==> src/source/fabric_pkg.sv <==
`default_nettype none

package fabric_pkg;

    // bus widths
    localparam int ADDR_W = 32;
    localparam int DATA_W = 32;
    localparam int STRB_W = DATA_W / 8;
    localparam int IRQ_W  = 32;

    // tcm geometry
    localparam int NUM_BANKS  = 2;
    localparam int BANK_WORDS = 256;
    localparam int BANK_AW    = $clog2(BANK_WORDS);  // word index from addr[9:2]

    // top address byte per bank, everything else is unmapped
    localparam logic [7:0] REGION_BASE [NUM_BANKS] = '{
        8'h01,  // data tcm
        8'h02   // instruction tcm
    };

    // power-on reset length in clocks
    localparam int RST_STRETCH = 16;

    // interrupt conditioning
    localparam int             DBG_IRQ_BIT   = 4;
    localparam logic [IRQ_W-1:0] IRQ_ZERO_MASK = 32'h0000_002f;  // bits 5 and 3..0

    typedef logic [ADDR_W-1:0]    addr_t;
    typedef logic [DATA_W-1:0]    data_t;
    typedef logic [STRB_W-1:0]    strb_t;
    typedef logic [BANK_AW-1:0]   bank_idx_t;
    typedef logic [NUM_BANKS-1:0] bank_sel_t;
    typedef logic [IRQ_W-1:0]     irq_t;

endpackage

`default_nettype wire

==> src/source/irq_conditioner.sv <==
`timescale 1ns/1ns
`default_nettype none

module irq_conditioner
    import fabric_pkg::*;
(
    input  logic clk,
    input  logic resetn,
    input  irq_t irq_i,
    input  irq_t irq_mask_i,
    output irq_t irq_o
);

    irq_t       irq_q;
    logic [2:0] dbg_sr;  // extra stages on the debug line
    irq_t       irq_c;

    always_ff @(posedge clk or negedge resetn)
    begin
        if (!resetn)
        begin
            irq_q  <= '0;
            dbg_sr <= '0;
        end
        else
        begin
            irq_q  <= irq_i & ~irq_mask_i;
            dbg_sr <= {dbg_sr[1:0], irq_q[DBG_IRQ_BIT]};
        end
    end

    always_comb
    begin
        irq_c = irq_q & ~IRQ_ZERO_MASK;
        // rising edge of the debug line, one cycle wide
        irq_c[DBG_IRQ_BIT] = dbg_sr[1] & ~dbg_sr[2];
    end

    assign irq_o = irq_c;

endmodule

`default_nettype wire

==> config.mk <==
export PLATFORM = sky130hd
export DESIGN_NAME = irq_conditioner
export DESIGN_NICKNAME = d
export VERILOG_FILES = /design/src/source/fabric_pkg.sv /design/src/source/irq_conditioner.sv
export SDC_FILE = /design/constraint.sdc
export NUM_CORES = 1
export LEC_CHECK = 0
export BUFFER_PORTS_ARGS = -buffer_cell sky130_fd_sc_hd__buf_2
export CAP_MARGIN = 20
export CORE_ASPECT_RATIO = 1.1
export CORE_UTILIZATION = 40
export DETAILED_ROUTE_END_ITERATION = 8
export PLACE_DENSITY = 0.79
export SYNTH_ARGS = -nofsm -noshare
export SYNTH_HDL_FRONTEND = slang
export SYNTH_SLANG_ARGS = --single-unit
export TNS_END_PERCENT = 100
==> constraint.sdc <==
create_clock -name clk -period 0.8 [get_ports clk]
set_input_delay 0.12 -clock clk [delete_from_list [all_inputs] [get_ports clk]]
set_output_delay 0.12 -clock clk [all_outputs]
set_load 0.02 [all_outputs]
==> qor.txt <==
Tmin final: 1.08 ns
Antenna fix cells: 0
Final period util: 1.35
Fmax: 924 MHz
Worst Slack Setup Final: -0.283 ns
Final Hold Vio Count: 0
DR WL/cell: 13.9 um
Synth Register Bits: 30
Data arrival, critical path: 0.96 ns
CTS tree: done
Vias in the first global route: 1,122
Setup TNS: -4.33 ns
Mapped Cells: 90
Die area: 3670 um^2
Share of layout cells above drive strength 1: 0.609
Drt total wl: 3.22 mm
CTS Buf Count: 5
Min-delay worst type: primary input to flip-flop
Max Clock Skew: 0.00550 ns
GP Congestion: 0.625
Failing checks: design-rule violations, negative setup slack
Chip height: 63.4 um
RSZ-0062 raised after global routing: true
Utilization after layout: 0.734
Data required time of the worst path: 0.68 ns
CP max FO: 2
Post-route antenna net violation count: 0
Gr usage total: 0.189
CTS HTree Levels: 2
Num rows: 21
Pwr Density: 1560 nW/um^2
Area Overhead vs Synth: 68.6%
Initial antenna violation count: 0
Clock Latency Late Sink: 0.32 ns
Most common cell after layout, fill and taps aside: buf_2
Bufs on Longest Clock Path: 2
Maximum Capacitance Violations: 0
PnR Total Power: 3.62 mW
Worst Setup Start Kind: flip-flop
CTS sink cnt: 30
Grt ovf: 0
Initial DRC Count: 35
Final Slew Violations: 0
Vias: 986
# DRC: 5
DRT Pass-1 Iters: 8
Warnings from Yosys: 0
Root Buffer: clkbuf_4
CP Class: flip-flop to primary output
Sequential area share after synthesis: 0.547
Most frequent cells in the layout: buf_2 (55), dlygate4sd3_1 (42), dfrtp_1 (30)
Core box area: 3150 um^2
Buffers on Ports: 82
Synth cell types: 4
Largest net degree at the start of global routing: 31
M2 GR Usage: 0.384
NumNets Final: 263
P_leak: 1.22 nW
Worst VDD drop: 0.982 mV
Mean Syn Cell Area: 15.3 um^2
Io pins: 98
Status: complete, but fails checks
Met1 usage: 0.134
Mapped Area: 1370 um^2
Final-report setup violation count: 27
GR peak layer: met2
Crit. End Element: primary output
Global Route met3 Usage: 0.0637
Die span in x: 57.9 um
Starting Density: 0.435
Clock-pin slew on the worst setup and hold paths: 0.09 ns
First-pass GRT wire length: 4.88 mm
Vias per cell: 4.27
## stage by stage
step           setup slack, ns  area (um^2)  hold slack [ns]  std cells
2_1_floorplan            0.141         1390           -0.176         94
3_3_place_gp            0.0569         1630           0.0759        180
3_5_place_dp            0.0476         1630           0.0834        180
4_1_cts                 -0.296         2290        0.0000896        228
5_1_grt                 -0.343         2310         0.000276        231
6_report                -0.283         2310           0.0180        231
## layout make-up
cell class	count	area (um^2)
Tap cell	34	42.5
Clock inverter	1	30.0
Multi-Input combinational cell	33	404
Sequential cell	30	751
Timing Repair Buffer	127	1030
Clock buffer	6	51.3
Fill cell	186	840
## cells in the mapped netlist
library cell   n  area [um^2]
buf_4         31          233
conb_1         1         3.75
dfrtp_1       30          751
nor2b_4       28          385
## what timing repair did
| action | in CTS | in global routing |
|---|---|---|
| hold buffers | 40 | 2 |
| endpoints found under the setup margin | 27 | 27 |
| hold endpoints to repair | 57 | 2 |
| gates resized for setup | 54 | 0 |
| setup buffers | 1 | 1 |
## where the power goes
group / internal, mW / switching (mW) / total (mW)
combinational: 0.484 / 0.300 / 0.783
sequential: 1.59 / 0.0381 / 1.63
clock: 0.727 / 0.480 / 1.21
## sequential cells by signal, indices dropped and copies added, names as in the netlist
| register | cells |
|---|---|
| dbg_sr | 3 |
| irq_q | 27 |
## critical path: stages, from the launching register on
cell and delay, ns:
dfrtp_1 0.39, nor2b_4 0.13, buf_6 0.12
## per-layer routing
layer / up-vias / part of all wire
met1: 461 / 0.26
met2: 59 / 0.62
met5: - / 0
met3: 19 / 0.058
met4: 0 / 0.054
li1: 447 / -
## worst paths after layout
path	slack [ns]	end	start	cells after the start
max in group asynchronous	0.34	irq_q[17]$_DFF_PN0_	resetn	3
min in group asynchronous	0.29	irq_q[22]$_DFF_PN0_	resetn	3
hold / removal	0.02	irq_q[28]$_DFF_PN0_	irq_i[28]	2
setup / recovery	-0.28	irq_o[4]	dbg_sr[1]$_DFF_PN0_	2
setup reg to reg	0.06	dbg_sr[2]$_DFF_PN0_	dbg_sr[1]$_DFF_PN0_	2
hold reg to reg	0.35	dbg_sr[1]$_DFF_PN0_	dbg_sr[0]$_DFF_PN0_	0
## cells by family after synthesis
group	Yosys count	share of synthesized area
flops	30	0.547
other cells	1	0.00273
simple gates	28	0.281
buf+inv	31	0.170
No activity file was read; power rests on OpenSTA's default activity.
