`src/source/fabric_pkg.sv`:
```
`default_nettype none

package fabric_pkg;

    // bus widths
    localparam int ADDR_W = 32;
    localparam int DATA_W = 32;
    localparam int STRB_W = DATA_W / 8;
    localparam int IRQ_W  = 32;

    // tcm geometry
    localparam int NUM_BANKS  = 2;
    localparam int BANK_WORDS = 256;
    localparam int BANK_AW    = $clog2(BANK_WORDS);  // word index from addr[9:2]

    // top address byte per bank, everything else is unmapped
    localparam logic [7:0] REGION_BASE [NUM_BANKS] = '{
        8'h01,  // data tcm
        8'h02   // instruction tcm
    };

    // power-on reset length in clocks
    localparam int RST_STRETCH = 16;

    // interrupt conditioning
    localparam int             DBG_IRQ_BIT   = 4;
    localparam logic [IRQ_W-1:0] IRQ_ZERO_MASK = 32'h0000_002f;  // bits 5 and 3..0

    typedef logic [ADDR_W-1:0]    addr_t;
    typedef logic [DATA_W-1:0]    data_t;
    typedef logic [STRB_W-1:0]    strb_t;
    typedef logic [BANK_AW-1:0]   bank_idx_t;
    typedef logic [NUM_BANKS-1:0] bank_sel_t;
    typedef logic [IRQ_W-1:0]     irq_t;

endpackage

`default_nettype wire

```
`src/source/resp_merge.sv`:
```
`timescale 1ns/1ns
`default_nettype none

module resp_merge
    import fabric_pkg::*;
(
    input  bank_sel_t bank_ready_i,
    input  data_t     bank_rdata_i [NUM_BANKS],
    input  logic      err_ready_i,
    output logic      mem_ready_o,
    output data_t     mem_rdata_o,
    output logic      mem_err_o
);

    data_t rdata_or;

    // idle banks drive zero, so an OR picks the active one
    always_comb
    begin
        rdata_or = '0;
        for (int i = 0; i < NUM_BANKS; i++)
        begin
            rdata_or = rdata_or | bank_rdata_i[i];
        end
    end

    assign mem_ready_o = (|bank_ready_i) || err_ready_i;
    assign mem_rdata_o = rdata_or;  // error response carries zero data
    assign mem_err_o   = err_ready_i;

endmodule

`default_nettype wire

```
`config.mk`:
```
export PLATFORM = sky130hd
export DESIGN_NAME = resp_merge
export DESIGN_NICKNAME = d
export VERILOG_FILES = /design/src/source/fabric_pkg.sv /design/src/source/resp_merge.sv
export SDC_FILE = /design/constraint.sdc
export NUM_CORES = 1
export LEC_CHECK = 0
export BUFFER_PORTS_ARGS = -buffer_cell sky130_fd_sc_hd__buf_4
export CAP_MARGIN = 20
export CORE_MARGIN = 2
export CORE_UTILIZATION = 15
export DETAILED_ROUTE_END_ITERATION = 7
export GPL_TIMING_DRIVEN = 0
export PLACE_DENSITY = 0.88
export SLEW_MARGIN = 20
export SYNTH_ARGS = -nofsm -noshare
export SYNTH_HDL_FRONTEND = slang
export SYNTH_SLANG_ARGS = --single-unit
```
`constraint.sdc`:
```
create_clock -name vclk -period 0.8
set_input_delay 0.12 -clock vclk [all_inputs]
set_output_delay 0.12 -clock vclk [all_outputs]
set_load 0.05 [all_outputs]
```
==> metrics, run 1 <==
Crit. endpoint post-GRT repair=mem_ready_o; Simple-Gate Fraction of Synth Area=0.965; IO Pins=101; DP HPWL=1500 µm; Initial Util=0.162; I/O Buffers=101; status=stopped before the end; cells after synthesis=34; synth unique cells=3; CTS Hold Bufs=0; mux cell area share after synthesis=0; top cells by area, synth=or2_2 94%, buf_4 3.5%, or3_1 2.9%; largest net degree at the start of global routing=3; Synth Cell Area=214 µm²; share of the synthesized area in the top cell type=0.936; FP Rows=13; Synth Area in XOR/XNOR=0; DIE WIDTH=41.8 µm; Synth area leader=or2_2; Die H=41.8 µm; adder and majority gate portion of the synthesized area=0; Syn. warnings=0; post-synthesis sequential area ratio=0; Syn Area/Cell=6.29 µm²; first error=[ERROR DPL-0038] Utilization greater than 100%, impossible to legalize; Halt Stage=global routing (5_1_grt); Mapped Nets=101; GP Congestion=0.694; Post-CTS Setup Bufs=0; Compound-Gate Fraction of Synth Area=0; Worst EP Category=output port; combinational family with the most area after synthesis=simple AND/OR/NAND/NOR gates
==> Yosys cell counts <==
master / n
or2_2: 32
buf_4: 1
or3_1: 1
==> cell families after synthesis <==
| kind of cell | count (synthesis) |
|---|---|
| buf+inv | 1 |
| simple gates | 33 |
==> what timing repair did <==
item | 4_1_cts
pin swaps | 1
gates cloned | 0
resized for setup | 45
hold endpoints to repair | 0
setup endpoints to repair | 33
==> metrics by stage <==
stage | worst slack (ps) | std cells | TNS, ps | area, µm² | hold WS, ps
floorplan | 98.6 | 34 | 0 | 219 | 407
global placement | -102 | 150 | -536 | 996 | 578
detailed placement | -106 | 150 | -697 | 996 | 580
CTS | -69.1 | 150 | -69.1 | 1160 | 554
==> run 2: changes to the inputs <==
CORE_AREA = 2 2 63 65   (was default)
CORE_MARGIN = default   (was 2)
CORE_UTILIZATION = default   (was 15)
DIE_AREA = 0 0 65 67   (was default)
PLACE_DENSITY = default   (was 0.88)
PLACE_DENSITY_LB_ADDON = 0.15   (was default)
==> run 2 against run 1 <==
Effect of this change:
- the flow now finishes, with violations (setup timing)
- synthesized cell count did not move
- area after synthesis unchanged
==> metrics, run 2 <==
Mapped Nets=101 (unchanged); clock share of power=0; vias post-DR=648; Syn. warnings=0 (unchanged); Synth area leader=or2_2; Area Growth Syn to Fin=532%; Final Hold Viols=0; Die H=67 µm (+60%); top cells by area, synth=or2_2 94%, buf_4 3.5%, or3_1 2.9%; crit path DAT=740 ps; final hold slack=545 ps; CTS Hold Bufs=0 (unchanged); crit share post-route=1.08; Vias/cell=3.52; cell area power density=729 nW/µm²; layout cell share with drive strength beyond 1=1.00; drt drc=0; DIE WIDTH=65 µm (+56%); GP Congestion=0.649 (-6.5%); P_int=534 µW; logic gate share of total power=1.000; dpl cells=183 (+22%); number of global-route vias before repair=618; router iterations before antenna repair=1; Synth Cell Area=214 µm² (unchanged); critical path type=in2out; setup ws final=-62.2 ps; Syn Area/Cell=6.29 µm² (unchanged); status=finished with violations; wire per inst=10.3 µm; Seq pwr share=0; Initial Util=0.0593 (-0.103); IO Pins=101 (unchanged); crit path max fanout=1; most frequent cells in the layout=67 x buf_4, 28 x buf_8, 27 x or2_4; Setup crit start=bank_ready_i[1]; share of the synthesized area in the top cell type=0.936 (unchanged); RSZ-0062 raised after global routing=true; final slew viol count=0; crit path time final=862 ps; Total GRT Usage=0.0724; CP endpoint kind=output port; synth unique cells=3 (unchanged); most common cell after layout, fill and taps aside=buf_4; core footprint=3610 µm²; Finish-stage setup viols=1; clock buffer count=0; Net Sw Frac=0.458; worst relative slew slack=0.902; Non-Filler Instances=184; Setup WS pre-CTS=-103 ps (+3.35 ps); post-synthesis sequential area ratio=0 (unchanged); failing checks=setup timing; Peak VDD IR=0.000196 V; final core utilization=0.375; setup TNS=-62.2 ps; net switching power=452 µW; final instance area=1350 µm²; Critical Path Start Type=primary input; first-pass GRT wire length=2600 µm; Iter 0 DRT Violations=0; ant diodes=0; crit path to=mem_ready_o; num sequential=0; grt ovf=0; WP data required=680 ps; FMAX=1160 MHz; DP HPWL=1600 µm (+6.5%); Tightest Pin Transition=148 ps; DP Area=1040 µm² (+4.1%); largest net degree at the start of global routing=3; Hold Crit Class=in2out; Pleak=0.686 nW; FP Rows=22 (+9); Die ar.=4360 µm²; DRT antenna net count=0; sequential cell area=0 µm²; max-cap viol count=0; most common cell in the netlist=or2_2; DRT Wirelength=1890 µm; NumNets Final=205; Final Power=986 µW; cells after synthesis=34 (unchanged); Synth top cells by count=32 x or2_2, 1 x buf_4, 1 x or3_1; initial antenna violation count=0; I/O Buffers=101 (unchanged)
-- run 2: cell counts after synthesis --
Identical to the previous run, type by type.
-- run 2: kinds of logic after synthesis --
family                 share of synthesized area
and+or+nand+nor                            0.965
buffers and inverters                     0.0351
-- run 2: worst min path at each step --
stage / from / cells after the start / endpoint / slack, ps
6_report: bank_ready_i[0] / 3 / mem_ready_o / 540
3_5_place_dp: bank_rdata_i[59] / 3 / mem_rdata_o[27] / 580
2_1_floorplan: err_ready_i / 1 / mem_err_o / 410
4_1_cts: err_ready_i / 3 / mem_ready_o / 550
5_1_grt: bank_ready_i[0] / 3 / mem_ready_o / 550
3_3_place_gp: bank_rdata_i[62] / 3 / mem_rdata_o[30] / 580
-- run 2: worst max-delay path: stages --
cell and delay (ps):
buf_6 90, or3_4 380, buf_8 160
-- run 2: layout make-up --
class	count	area, µm²
fill	364	2250
timing repair buffer	102	1010
tap	48	60.1
buffer	1	7.51
multi-input combinational	33	279
-- run 2: what timing repair did --
item                                    4_1_cts  5_1_grt
pin swaps                                     1        1
gates resized for setup                      41       50
setup buffers                                 1        0
endpoints found under the setup margin       33       25
-- run 2: power groups by stage --
stage | clock [mW] | sequential (mW) | combinational, mW
after floorplan | 0 | 0 | 0.409
after global placement | 0 | 0 | 0.777
after detailed placement | 0 | 0 | 0.784
after CTS | 0 | 0 | 0.876
after global routing | 0 | 0 | 1.03
final | 0 | 0 | 0.986
-- run 2: layer usage --
layer	part of all wire	GRT usage	vias up
li1	-	-	306
met1	0.21	0.0620	294
met2	0.66	0.166	48
met3	0.13	0.0220	0
met4	0	0	0
met5	0	0	-
No activity file was read; power rests on OpenSTA's default activity.
==> run 3: changes to the inputs <==
SETUP_SLACK_MARGIN = 0.5   (was default)
SLEW_MARGIN = default   (was 20)
==> run 3 against run 2 <==
Effect of this change:
- the flow still finishes with violations (setup timing)
- first-iteration DRC count up 4
- maximum frequency hardly changed
- worst hold slack got worse by 23 ps
- power grew 14%
- largest cell class unchanged
- critical path depth did not move
- sequential share of layout area did not move
- critical path type unchanged
- die area did not move
- count of clock-buffer cells in the layout unchanged
- non-clock buffer count fell by 1
- design area up 22%
==> metrics, run 3 (synthesized netlist as in run 2, its figures left out) <==
DP HPWL=1610 µm (+0.61%); most frequent cells in the layout=66 x buf_6, 34 x buf_8, 32 x or2_4; crit share post-route=1.08 (about the same); Pleak=0.784 nW (+14%); Iter 0 DRT Violations=4 (+4); grt ovf=0 (unchanged); failing checks=setup timing; Hold Crit Start=err_ready_i; max-cap viol count=0 (unchanged); wire per inst=11.5 µm (+12%); FMAX=1160 MHz (about the same); I/O Buffers=101 (unchanged); WP data required=680 ps (about the same); NumNets Final=204 (-0.49%); crit path DAT=740 ps (about the same); layout cell share with drive strength beyond 1=1.00 (unchanged); CTS Hold Bufs=0 (unchanged); final slew viol count=0 (unchanged); setup ws final=-61.9 ps (+0.254 ps); Die H=67 µm (unchanged); cell area power density=685 nW/µm² (-6.1%); GP Congestion=0.678 (+4.5%); Vias/cell=3.48 (-1.3%); Hold Crit Class=in2out; Initial Util=0.0593 (unchanged); num sequential=0 (unchanged); critical path type=in2out; Critical Path Start Type=primary input; drt drc=0 (unchanged); Peak VDD IR=0.000221 V (+12%); sequential cell area=0 µm² (unchanged); hold-critical path depth=3 (unchanged); crit path time final=862 ps (-0.254 ps); initial antenna violation count=0 (unchanged); setup TNS=-61.9 ps (+0.254 ps); DIE WIDTH=65 µm (unchanged); largest net degree at the start of global routing=3 (unchanged); router iterations before antenna repair=2 (+1); Non-Filler Instances=183 (-0.54%); FP Rows=22 (unchanged); vias post-DR=636 (-1.9%); Area Growth Syn to Fin=669%; CP endpoint kind=output port; first-pass GRT wire length=3060 µm (+17%); worst hold endpoint=mem_err_o; Tightest Pin Transition=70.2 ps (-77.8 ps); IO Pins=101 (unchanged); Final Hold Viols=0 (unchanged); dpl cells=183 (unchanged); DRT antenna net count=0 (unchanged); ant diodes=0 (unchanged); clock buffer count=0 (unchanged); Fillers=339 (-6.9%); number of global-route vias before repair=698 (+13%); most common cell after layout, fill and taps aside=buf_6; final instance area=1650 µm² (+22%); status=finished with violations; Die ar.=4360 µm² (unchanged); Total GRT Usage=0.0888 (+0.0163); DRT Wirelength=2100 µm (+11%); worst relative slew slack=0.953 (+0.0513); core footprint=3610 µm² (unchanged); crit path max fanout=1 (unchanged); Finish-stage setup viols=1 (unchanged); Setup WS pre-CTS=-105 ps (-2.08 ps); DP Area=1130 µm² (+8.9%); RSZ-0062 raised after global routing=true
## run 3: cell count changes in the layout (fill, tap and decap cells not counted), sizes merged
cell	delta
buf	-1
## run 3: per-layer routing
| layer | vias up | GRT usage | wire [µm] | share of wire |
|---|---|---|---|---|
| met5 | - | 0 | 0 | 0 |
| met4 | 0 | 0.00532 | 0 | 0 |
| met3 | 0 | 0.0152 | 200 | 0.095 |
| met2 | 36 | 0.218 | 1470 | 0.70 |
| met1 | 296 | 0.0700 | 424 | 0.20 |
| li1 | 304 | - | - | - |
## run 3: cell type report
| class | instances | area, µm² | area share |
|---|---|---|---|
| Timing Repair Buffer | 101 | 1270 | 0.774 |
| Multi-Input combinational cell | 33 | 292 | 0.177 |
| Tap cell | 48 | 60.1 | 0.0365 |
| Buffer | 1 | 20.0 | 0.0122 |
## run 3: worst max-delay path, cell delays in order
cell	delay, ps
buf_6	90
or3_4	380
buf_8	160
## run 3: where the power goes
part           switching, mW  leakage (nW)  internal [mW]
Sequential                 0             0              0
Clock                      0             0              0
Combinational          0.460         0.784          0.666
Total                  0.460         0.784          0.666
## run 3: repair_timing
| action | 4_1_cts | 5_1_grt |
|---|---|---|
| resized for setup | 136 | 1 |
| setup buffers | 0 | 0 |
| setup endpoints to repair | 34 | 34 |
| pin swaps | 33 | 18 |
## run 3: metrics by stage
step                hold WS (ps)  power, mW  utilization
floorplan                    348      0.473            -
detailed placement           585      0.855        0.313
finish                       522       1.13        0.456
CTS                          526       1.13        0.455
global placement             586      0.847        0.313
global route                 527       1.17        0.456
## run 3: worst max path at each step
stage | startpoint | endpoint | slack, ps | cells after the start
floorplan | bank_ready_i[1] | mem_ready_o | 100 | 1
global placement | bank_ready_i[1] | mem_ready_o | -100 | 3
detailed placement | bank_ready_i[1] | mem_ready_o | -100 | 3
CTS | bank_ready_i[0] | mem_ready_o | -60 | 3
global route | bank_ready_i[0] | mem_ready_o | -70 | 3
finish | bank_ready_i[0] | mem_ready_o | -60 | 3
