$ cat config.mk
export PLATFORM = sky130hd
export DESIGN_NAME = reset_stretch
export DESIGN_NICKNAME = d
export VERILOG_FILES = /design/src/source/reset_stretch.sv
export SDC_FILE = /design/constraint.sdc
export NUM_CORES = 1
export LEC_CHECK = 0
export BUFFER_PORTS_ARGS = -buffer_cell sky130_fd_sc_hd__buf_4
export CORE_AREA = 2 2 39 41
export CTS_BUF_LIST = sky130_fd_sc_hd__clkbuf_8 sky130_fd_sc_hd__clkbuf_16
export DETAILED_ROUTE_END_ITERATION = 12
export DIE_AREA = 0 0 41 43
export GPL_TIMING_DRIVEN = 0
export PLACE_DENSITY = 0.49
export RECOVER_POWER = 50
export SLEW_MARGIN = 10
export SYNTH_ARGS = -nofsm -noshare
export SYNTH_HDL_FRONTEND = slang
export SYNTH_SLANG_ARGS = --single-unit
$ cat constraint.sdc
create_clock -name clk -period 0.8 [get_ports clk]
set_input_delay 0.08 -clock clk [delete_from_list [all_inputs] [get_ports clk]]
set_output_delay 0.08 -clock clk [all_outputs]
set_load 0.05 [all_outputs]
$ cat src/source/reset_stretch.sv
`timescale 1ns/1ns
`default_nettype none

module reset_stretch #(
    parameter int STAGES = 16
) (
    input  logic clk,
    input  logic resetn,
    output logic resetn_o
);

    logic [STAGES-1:0] sr;

    always_ff @(posedge clk or negedge resetn)
    begin
        if (!resetn)
        begin
            sr <= '0;
        end
        else
        begin
            sr <= {sr[STAGES-2:0], 1'b1};  // fill with ones
        end
    end

    // external reset still acts at once
    assign resetn_o = sr[STAGES-1] & resetn;

endmodule

`default_nettype wire

==> results of run 1 <==
## metrics by stage
step	cell area (um^2)	TNS (ns)	instances
after floorplan	410	0	18
after global placement	445	0	36
after detailed placement	445	0	36
after CTS	517	-1.18	41
after global routing	523	-0.190	41
final	523	-0.160	41
## final timing paths
path | cells past startpoint | to
min | 2 | sr[14]$_DFF_PN0_
min reg2reg | 0 | sr[1]$_DFF_PN0_
min in group clk | 0 | sr[1]$_DFF_PN0_
max | 2 | resetn_o
max in group asynchronous | 2 | sr[11]$_DFF_PN0_
max reg2reg | 0 | sr[13]$_DFF_PN0_
## layer usage
layer / share of wire (%) / vias to the layer above / global-route usage (%)
li1: - / 65 / -
met4: 0 / 0 / 8.00
met1: 41 / 84 / 7.42
met2: 49 / 5 / 9.38
met3: 9.4 / 0 / 6.28
met5: 0 / - / 0
## layout by cell type (no fill, tap or decap)
cell | netlist | routed
and2_4 | 0 | 1
buf_4 | 0 | 1
buf_8 | 0 | 1
clkbuf_8 | 0 | 4
conb_1 | 1 | 1
dfrtp_1 | 16 | 16
dlymetal6s4s_1 | 0 | 1
## worst max-delay path, cell delays in order (launching register included)
cell and delay, ns:
dfrtp_1 0.36, and2_4 0.14, buf_8 0.14
## cell usage after synthesis (all sizes together)
library cell,count,area share [%]
and2,1,1.5
conb,1,0.91
dfrtp,16,98
## area by class of cell
| cell class | instances | share of cell area, % |
|---|---|---|
| Clock buffer | 4 | 10.5 |
| Sequential cell | 16 | 76.6 |
| Tap cell | 16 | 3.83 |
| Timing Repair Buffer | 3 | 6.70 |
| Multi-Input combinational cell | 2 | 2.39 |
## kinds of logic (layout without fill, tap and decap cells)
kind of cell / count (synthesis) / in the layout / synth area share (%)
other: 1 / 1 / 0.914
AND/OR/NAND/NOR: 1 / 1 / 1.53
buffers and inverters: 0 / 7 / 0
flip-flops: 16 / 16 / 97.6
## report_power, final
| part | internal, mW | switching (mW) | total [mW] | leakage [nW] |
|---|---|---|---|---|
| logic | 0.0174 | 0.0269 | 0.0443 | 0.0330 |
| clock network | 0.435 | 0.241 | 0.676 | 0.0288 |
| registers | 0.851 | 0.0110 | 0.862 | 0.186 |
| total | 1.30 | 0.279 | 1.58 | 0.248 |
## timing repair
action / CTS / global route
resized for setup: 2 / 2
hold buffers: 1 / 0
hold endpoints to repair: 16 / 0
pin swaps: 0 / 1
endpoints found under the setup margin: 1 / 17
==> qor.csv, run 1 <==
stage;metric;value;unit
layout;Diodes inserted;0;
global_route;initial antenna violation count;0;
critical_path;CP Launch Point;sr[15]$_DFF_PN0_;
layout;Final nets;28;
layout;Register Area;400;um^2
layout;area occupied by multi-input gates;12.5;um^2
layout;P&R area growth vs syn;27.4;%
critical_path;Crit path required time;0.72;ns
critical_path;reg2reg start;sr[12]$_DFF_PN0_;
detailed_routing;First-pass DRT Iterations;1;
layout;fin util;37.8;%
placement;pre-CTS setup slack;0.0523;ns
placement;post-DP HPWL;246;um
detailed_routing;DR iter-0 viols;0;
synth;Post-Synthesis Cells;18;
cts;TritonCTS Sinks;16;
timing;fmax;1040;MHz
cts;clk_lat worst skew;0.24;ns
die;Vert. Die Dim;43;um
layout;Largest regs;sr x16;
layout;Fill cells;132;
critical_path;crit path max fanout;1;
detailed_routing;Post-DRT Antenna Nets;0;
detailed_routing;WL/cell;10.6;um
worst_hold_path;type of the most critical hold path;primary input to async pin;
die;I/O Pins;3;
cts;CTS tree;done;
layout;number of flip-flops in the largest register;16;
synth;post-synth cell types;3;
synth;FF+latch count, synth;16;
power;VDD IR max;1110;uV
status;failing checks;setup timing;
die;die area;0.00176;mm^2
die;Initial Util;29.7;%
job;MaxCap Viol Count;0;
critical_path;R2R Setup Slk;0.32;ns
timing;Fin Hold WS;0.0204;ns
power;P_leak;0.248;nW
global_route;number of global-route vias before repair;192;
layout;register bank with the most flops;sr;
synth;post-synthesis sequential area ratio;97.6;%
cts;CTS Root Cell;clkbuf_8;
detailed_routing;vias;154;
timing;pin slew with the least headroom to its limit;0.648;ns
power;Power Dens Cells;3030;mW/mm^2
critical_path;crit end category;output pin;
power;Tot Pwr;1.58;mW
synth;cell area after synthesis;410;um^2
cts;postcts setup bufs;0;
timing;Max Clock Skew;0.000784;ns
placement;Port Buffers;2;
synth;syn_nets;20;
timing;Slew Viols, Final;0;
die;core area;0.00138;mm^2
timing;minimum clock period;0.960;ns
timing;period utilization;120;%
cts;clock buffer depth;2;
cts;Clock transition at path regs;0.06;ns
critical_path;WP data arrival;0.88;ns
timing;Final Hold Viols;0;
synth;mean post-synth cell area;22.8;um^2
global_route;grt total ovfl;0;
timing;slew margin rel.;56.8;%
die;cell row count;14;
critical_path;CP Class;flop to output pin;
timing;RSZ-0062 raised after global routing;true;
detailed_routing;number of remaining DRC errors;0;
detailed_routing;drt via density;3.76;
global_route;largest net degree at the start of global routing;17;
critical_path;CP Launch Type;flop;
status;status;finished, violations left;
layout;layout cells sized above 1;28.0;%
cts;htree depth;1;
detailed_routing;Final Routed Wirelength;436;um
placement;GPL Wtd Cong;0.622;
global_route;Total Routing Usage GR;7.75;%
timing;fin worst setup slack;-0.160;ns
timing;Final setup viols;1;
synth;Warnings, synthesis;0;
cts;total CTS buffers;3;
die;Die Span X;41;um
global_route;first-pass GRT wire length;772;um
No activity file was read; power rests on OpenSTA's default activity.
==> inputs of run 2 (changes only) <==
ABC_AREA = 1   (was not set)
CTS_CLUSTER_DIAMETER = 150   (was not set)
==> run 2 against run 1 <==
Effect of this change: the run ends with hold timing, setup timing left; core utilization shrank 1.3 points; critical path depth up 1; first-iteration DRC count unchanged; worst setup slack gained 0.021 ns; clock power decreased by 2%; routed wire length shrank 5.5%; maximum frequency is 2.3% higher; area after synthesis rose by 0.30%; power decreased by 1.3%; largest cell class unchanged.
==> qor.csv, run 2 <==
stage;metric;value;unit;change
timing;RSZ-0062 raised after global routing;true;;
synth;number of flops mapped to enable cells by yosys;0;;unchanged
synth;Most used DFF post-synth;dfrtp_1;;
critical_path;crit path max fanout;1;;unchanged
layout;layout cells sized above 1;28.0;%;unchanged
critical_path;CP Launch Type;flop;;
critical_path;Bufs and invs on worst path;2;;+1
critical_path;WP data arrival;0.86;ns;-0.02 ns
synth;Post-Synthesis Cells;19;;+1
global_route;Total Routing Usage GR;7.95;%;+0.20 points
timing;Final Hold Viols;16;;+16
global_route;grt total ovfl;0;;unchanged
cts;total CTS buffers;3;;unchanged
detailed_routing;drt via density;3.80;;+1.3%
critical_path;critical path, cell by cell;nand2_1 -> inv_2 -> buf_6;;
cts;clock buffer depth;2;;unchanged
power;sequential share of power;55.2;%;+0.7 points
layout;most common cell after layout, fill and taps aside;dfrtp_1;;
layout;commonest non-fill, non-tap cells in the layout;dfrtp_1, clkbuf_8;;
die;cell row count;14;;unchanged
power;P_leak;0.238;nW;-4.3%
timing;Max Clock Skew;0.00139;ns;+0.000611 ns
cts;TritonCTS Sinks;16;;unchanged
die;die area;0.00176;mm^2;unchanged
die;Die Span X;41;um;unchanged
power;switching part of the total power;17.1;%;-0.58 points
synth;Synth area leader;dfrtp_1;;
layout;Final nets;28;;unchanged
timing;fin worst setup slack;-0.138;ns;+0.0214 ns
global_route;initial antenna violation count;0;;unchanged
critical_path;CP top delay family;flip-flops;;
die;Initial Util;29.7;%;+0.090 points
timing;period utilization;117;%;-2.7 points
synth;top-area cell type share of the netlist area;97.3;%;-0.30 points
synth;ys async rst share;100;%;unchanged
global_route;first-pass GRT wire length;752;um;-2.6%
detailed_routing;First-pass DRT Iterations;1;;unchanged
synth;Warnings, synthesis;0;;unchanged
timing;Final setup viols;1;;unchanged
global_route;number of global-route vias before repair;166;;-14%
synth;post-synthesis sequential area ratio;97.3;%;-0.30 points
layout;number of flip-flops in the largest register;16;;unchanged
layout;Largest regs;sr x16;;
detailed_routing;Post-DRT Antenna Nets;0;;unchanged
detailed_routing;vias;156;;+1.3%
detailed_routing;Final Routed Wirelength;412;um;-5.5%
power;Internal;1.30;mW;-0.61%
timing;TNS Setup;-0.138;ns;+0.0214 ns
synth;count leader, synth;dfrtp_1;;
layout;Fill cells;134;;+1.5%
critical_path;CP peak stage delay;0.37;ns;about the same
cts;CTS tree;done;;
power;VDD IR max;1420;uV;+29%
cts;htree depth;1;;unchanged
status;failing checks;hold timing, setup timing;;
worst_hold_path;type of the most critical hold path;primary input to async pin;;
timing;minimum clock period;0.938;ns;-0.0214 ns
detailed_routing;WL/cell;10.0;um;-5.5%
power;clock power share;42.4;%;-0.3 points
die;core area;0.00138;mm^2;unchanged
placement;Placed Area;447;um^2;+0.28%
placement;post-DP HPWL;259;um;+5.5%
cts;clk_lat worst skew;0.24;ns;about the same
layout;P&R area growth vs syn;22.8;%;
critical_path;crit end category;output pin;;
detailed_routing;DR iter-0 viols;0;;unchanged
timing;Slew Viols, Final;0;;unchanged
synth;syn_nets;21;;+5.0%
layout;Final Cell Area;505;um^2;-3.3%
status;status;finished, violations left;;
die;I/O Pins;3;;unchanged
die;Vert. Die Dim;43;um;unchanged
power;Comb pwr share;2.3;%;-0.5 points
synth;list of most frequent post-synthesis cells;dfrtp_1, conb_1, inv_1, nand2_1;;
synth;cell area after synthesis;412;um^2;+0.30%
timing;Fin Hold WS;-0.318;ns;-0.338 ns
power;Power Dens Cells;3090;mW/mm^2;+2.1%
global_route;largest net degree at the start of global routing;18;;+1
synth;FF+latch count, synth;16;;unchanged
layout;register bank with the most flops;sr;;
synth;mean post-synth cell area;21.7;um^2;-5.0%
placement;GPL Wtd Cong;0.626;;+0.56%
timing;fmax;1070;MHz;+2.3%
synth;post-synth cell types;4;;+1
cts;CTS Root Cell;clkbuf_8;;
detailed_routing;number of remaining DRC errors;0;;unchanged
synth;most area-consuming cells after synthesis;dfrtp_1, conb_1, inv_1, nand2_1;;
critical_path;Crit path required time;0.72;ns;about the same
cts;Clock transition at path regs;0.05;ns;about the same
critical_path;CP Class;flop to output pin;;
job;MaxCap Viol Count;0;;unchanged
placement;Port Buffers;2;;unchanged
power;Switch Pwr;0.266;mW;-4.5%
critical_path;slowest cell on the critical path;dfrtp_1;;
layout;Diodes inserted;0;;unchanged
-- run 2: cell types whose count changed after synthesis, sizes merged --
cell / before / now
and2: 1 / 0
inv: 0 / 1
nand2: 0 / 1
-- run 2: power groups by stage --
stage / Clock [mW] / Sequential, mW / Combinational [mW]
after global routing: 0.750 / 0.866 / 0.0416
after floorplan: 0 / 0.871 / 0.0119
after detailed placement: 0 / 0.876 / 0.0350
after global placement: 0 / 0.876 / 0.0334
after CTS: 0.693 / 0.864 / 0.0373
final: 0.663 / 0.863 / 0.0362
-- run 2: metrics by stage --
| step | total power, mW | utilization, % | worst slack (ns) | hold slack [ns] | cells |
|---|---|---|---|---|---|
| global placement | 0.909 | 32.3 | 0.116 | -0.0637 | 37 |
| global route | 1.66 | 36.5 | -0.188 | -0.318 | 41 |
| floorplan | 0.883 | - | 0.0718 | -0.216 | 19 |
| detailed placement | 0.911 | 32.3 | 0.0824 | -0.0555 | 37 |
| CTS | 1.59 | 36.5 | -0.161 | -0.317 | 41 |
| finish | 1.56 | 36.5 | -0.138 | -0.318 | 41 |
-- run 2: final cells by class --
class | instances | area [um^2] | area share, %
Sequential cell | 16 | 400 | 79.2
Clock buffer | 4 | 55.1 | 10.9
Tap cell | 16 | 20.0 | 3.96
Timing Repair Buffer | 2 | 18.8 | 3.71
Multi-Input combinational cell | 2 | 7.51 | 1.49
Inverter | 1 | 3.75 | 0.743
-- run 2: cell families (layout without fill, tap and decap cells) --
family | after synthesis | after routing | share of synthesized area, %
buf+inv | 1 | 7 | 0.911
flops | 16 | 16 | 97.3
other cells | 1 | 1 | 0.911
simple gates | 1 | 1 | 0.911
-- run 2: routing by layer --
metal	GRT usage [%]	vias up	routed length, um
met2	8.75	6	191
met5	0	-	0
met4	6.00	0	8
li1	-	65	-
met1	7.75	82	160
met3	9.42	3	51
-- run 2: repair_timing --
item	in CTS	in global routing
resized for setup	1	1
buffers inserted	0	0
pin swaps	0	0
setup endpoints to repair	1	1
endpoints found under the hold margin	16	16
-- run 2: final timing paths --
check,start,endpoint,slack [ns],cells after the start
worst min-delay path,resetn,sr[13]$_DFF_PN0_,-0.32,1
min in group clk,sr[8]$_DFF_PN0_,sr[9]$_DFF_PN0_,0.35,0
worst max register to register,sr[14]$_DFF_PN0_,sr[15]$_DFF_PN0_,0.32,0
worst max-delay path,sr[15]$_DFF_PN0_,resetn_o,-0.14,3
worst min register to register,sr[8]$_DFF_PN0_,sr[9]$_DFF_PN0_,0.35,0
max in group asynchronous,resetn,sr[7]$_DFF_PN0_,0.95,1
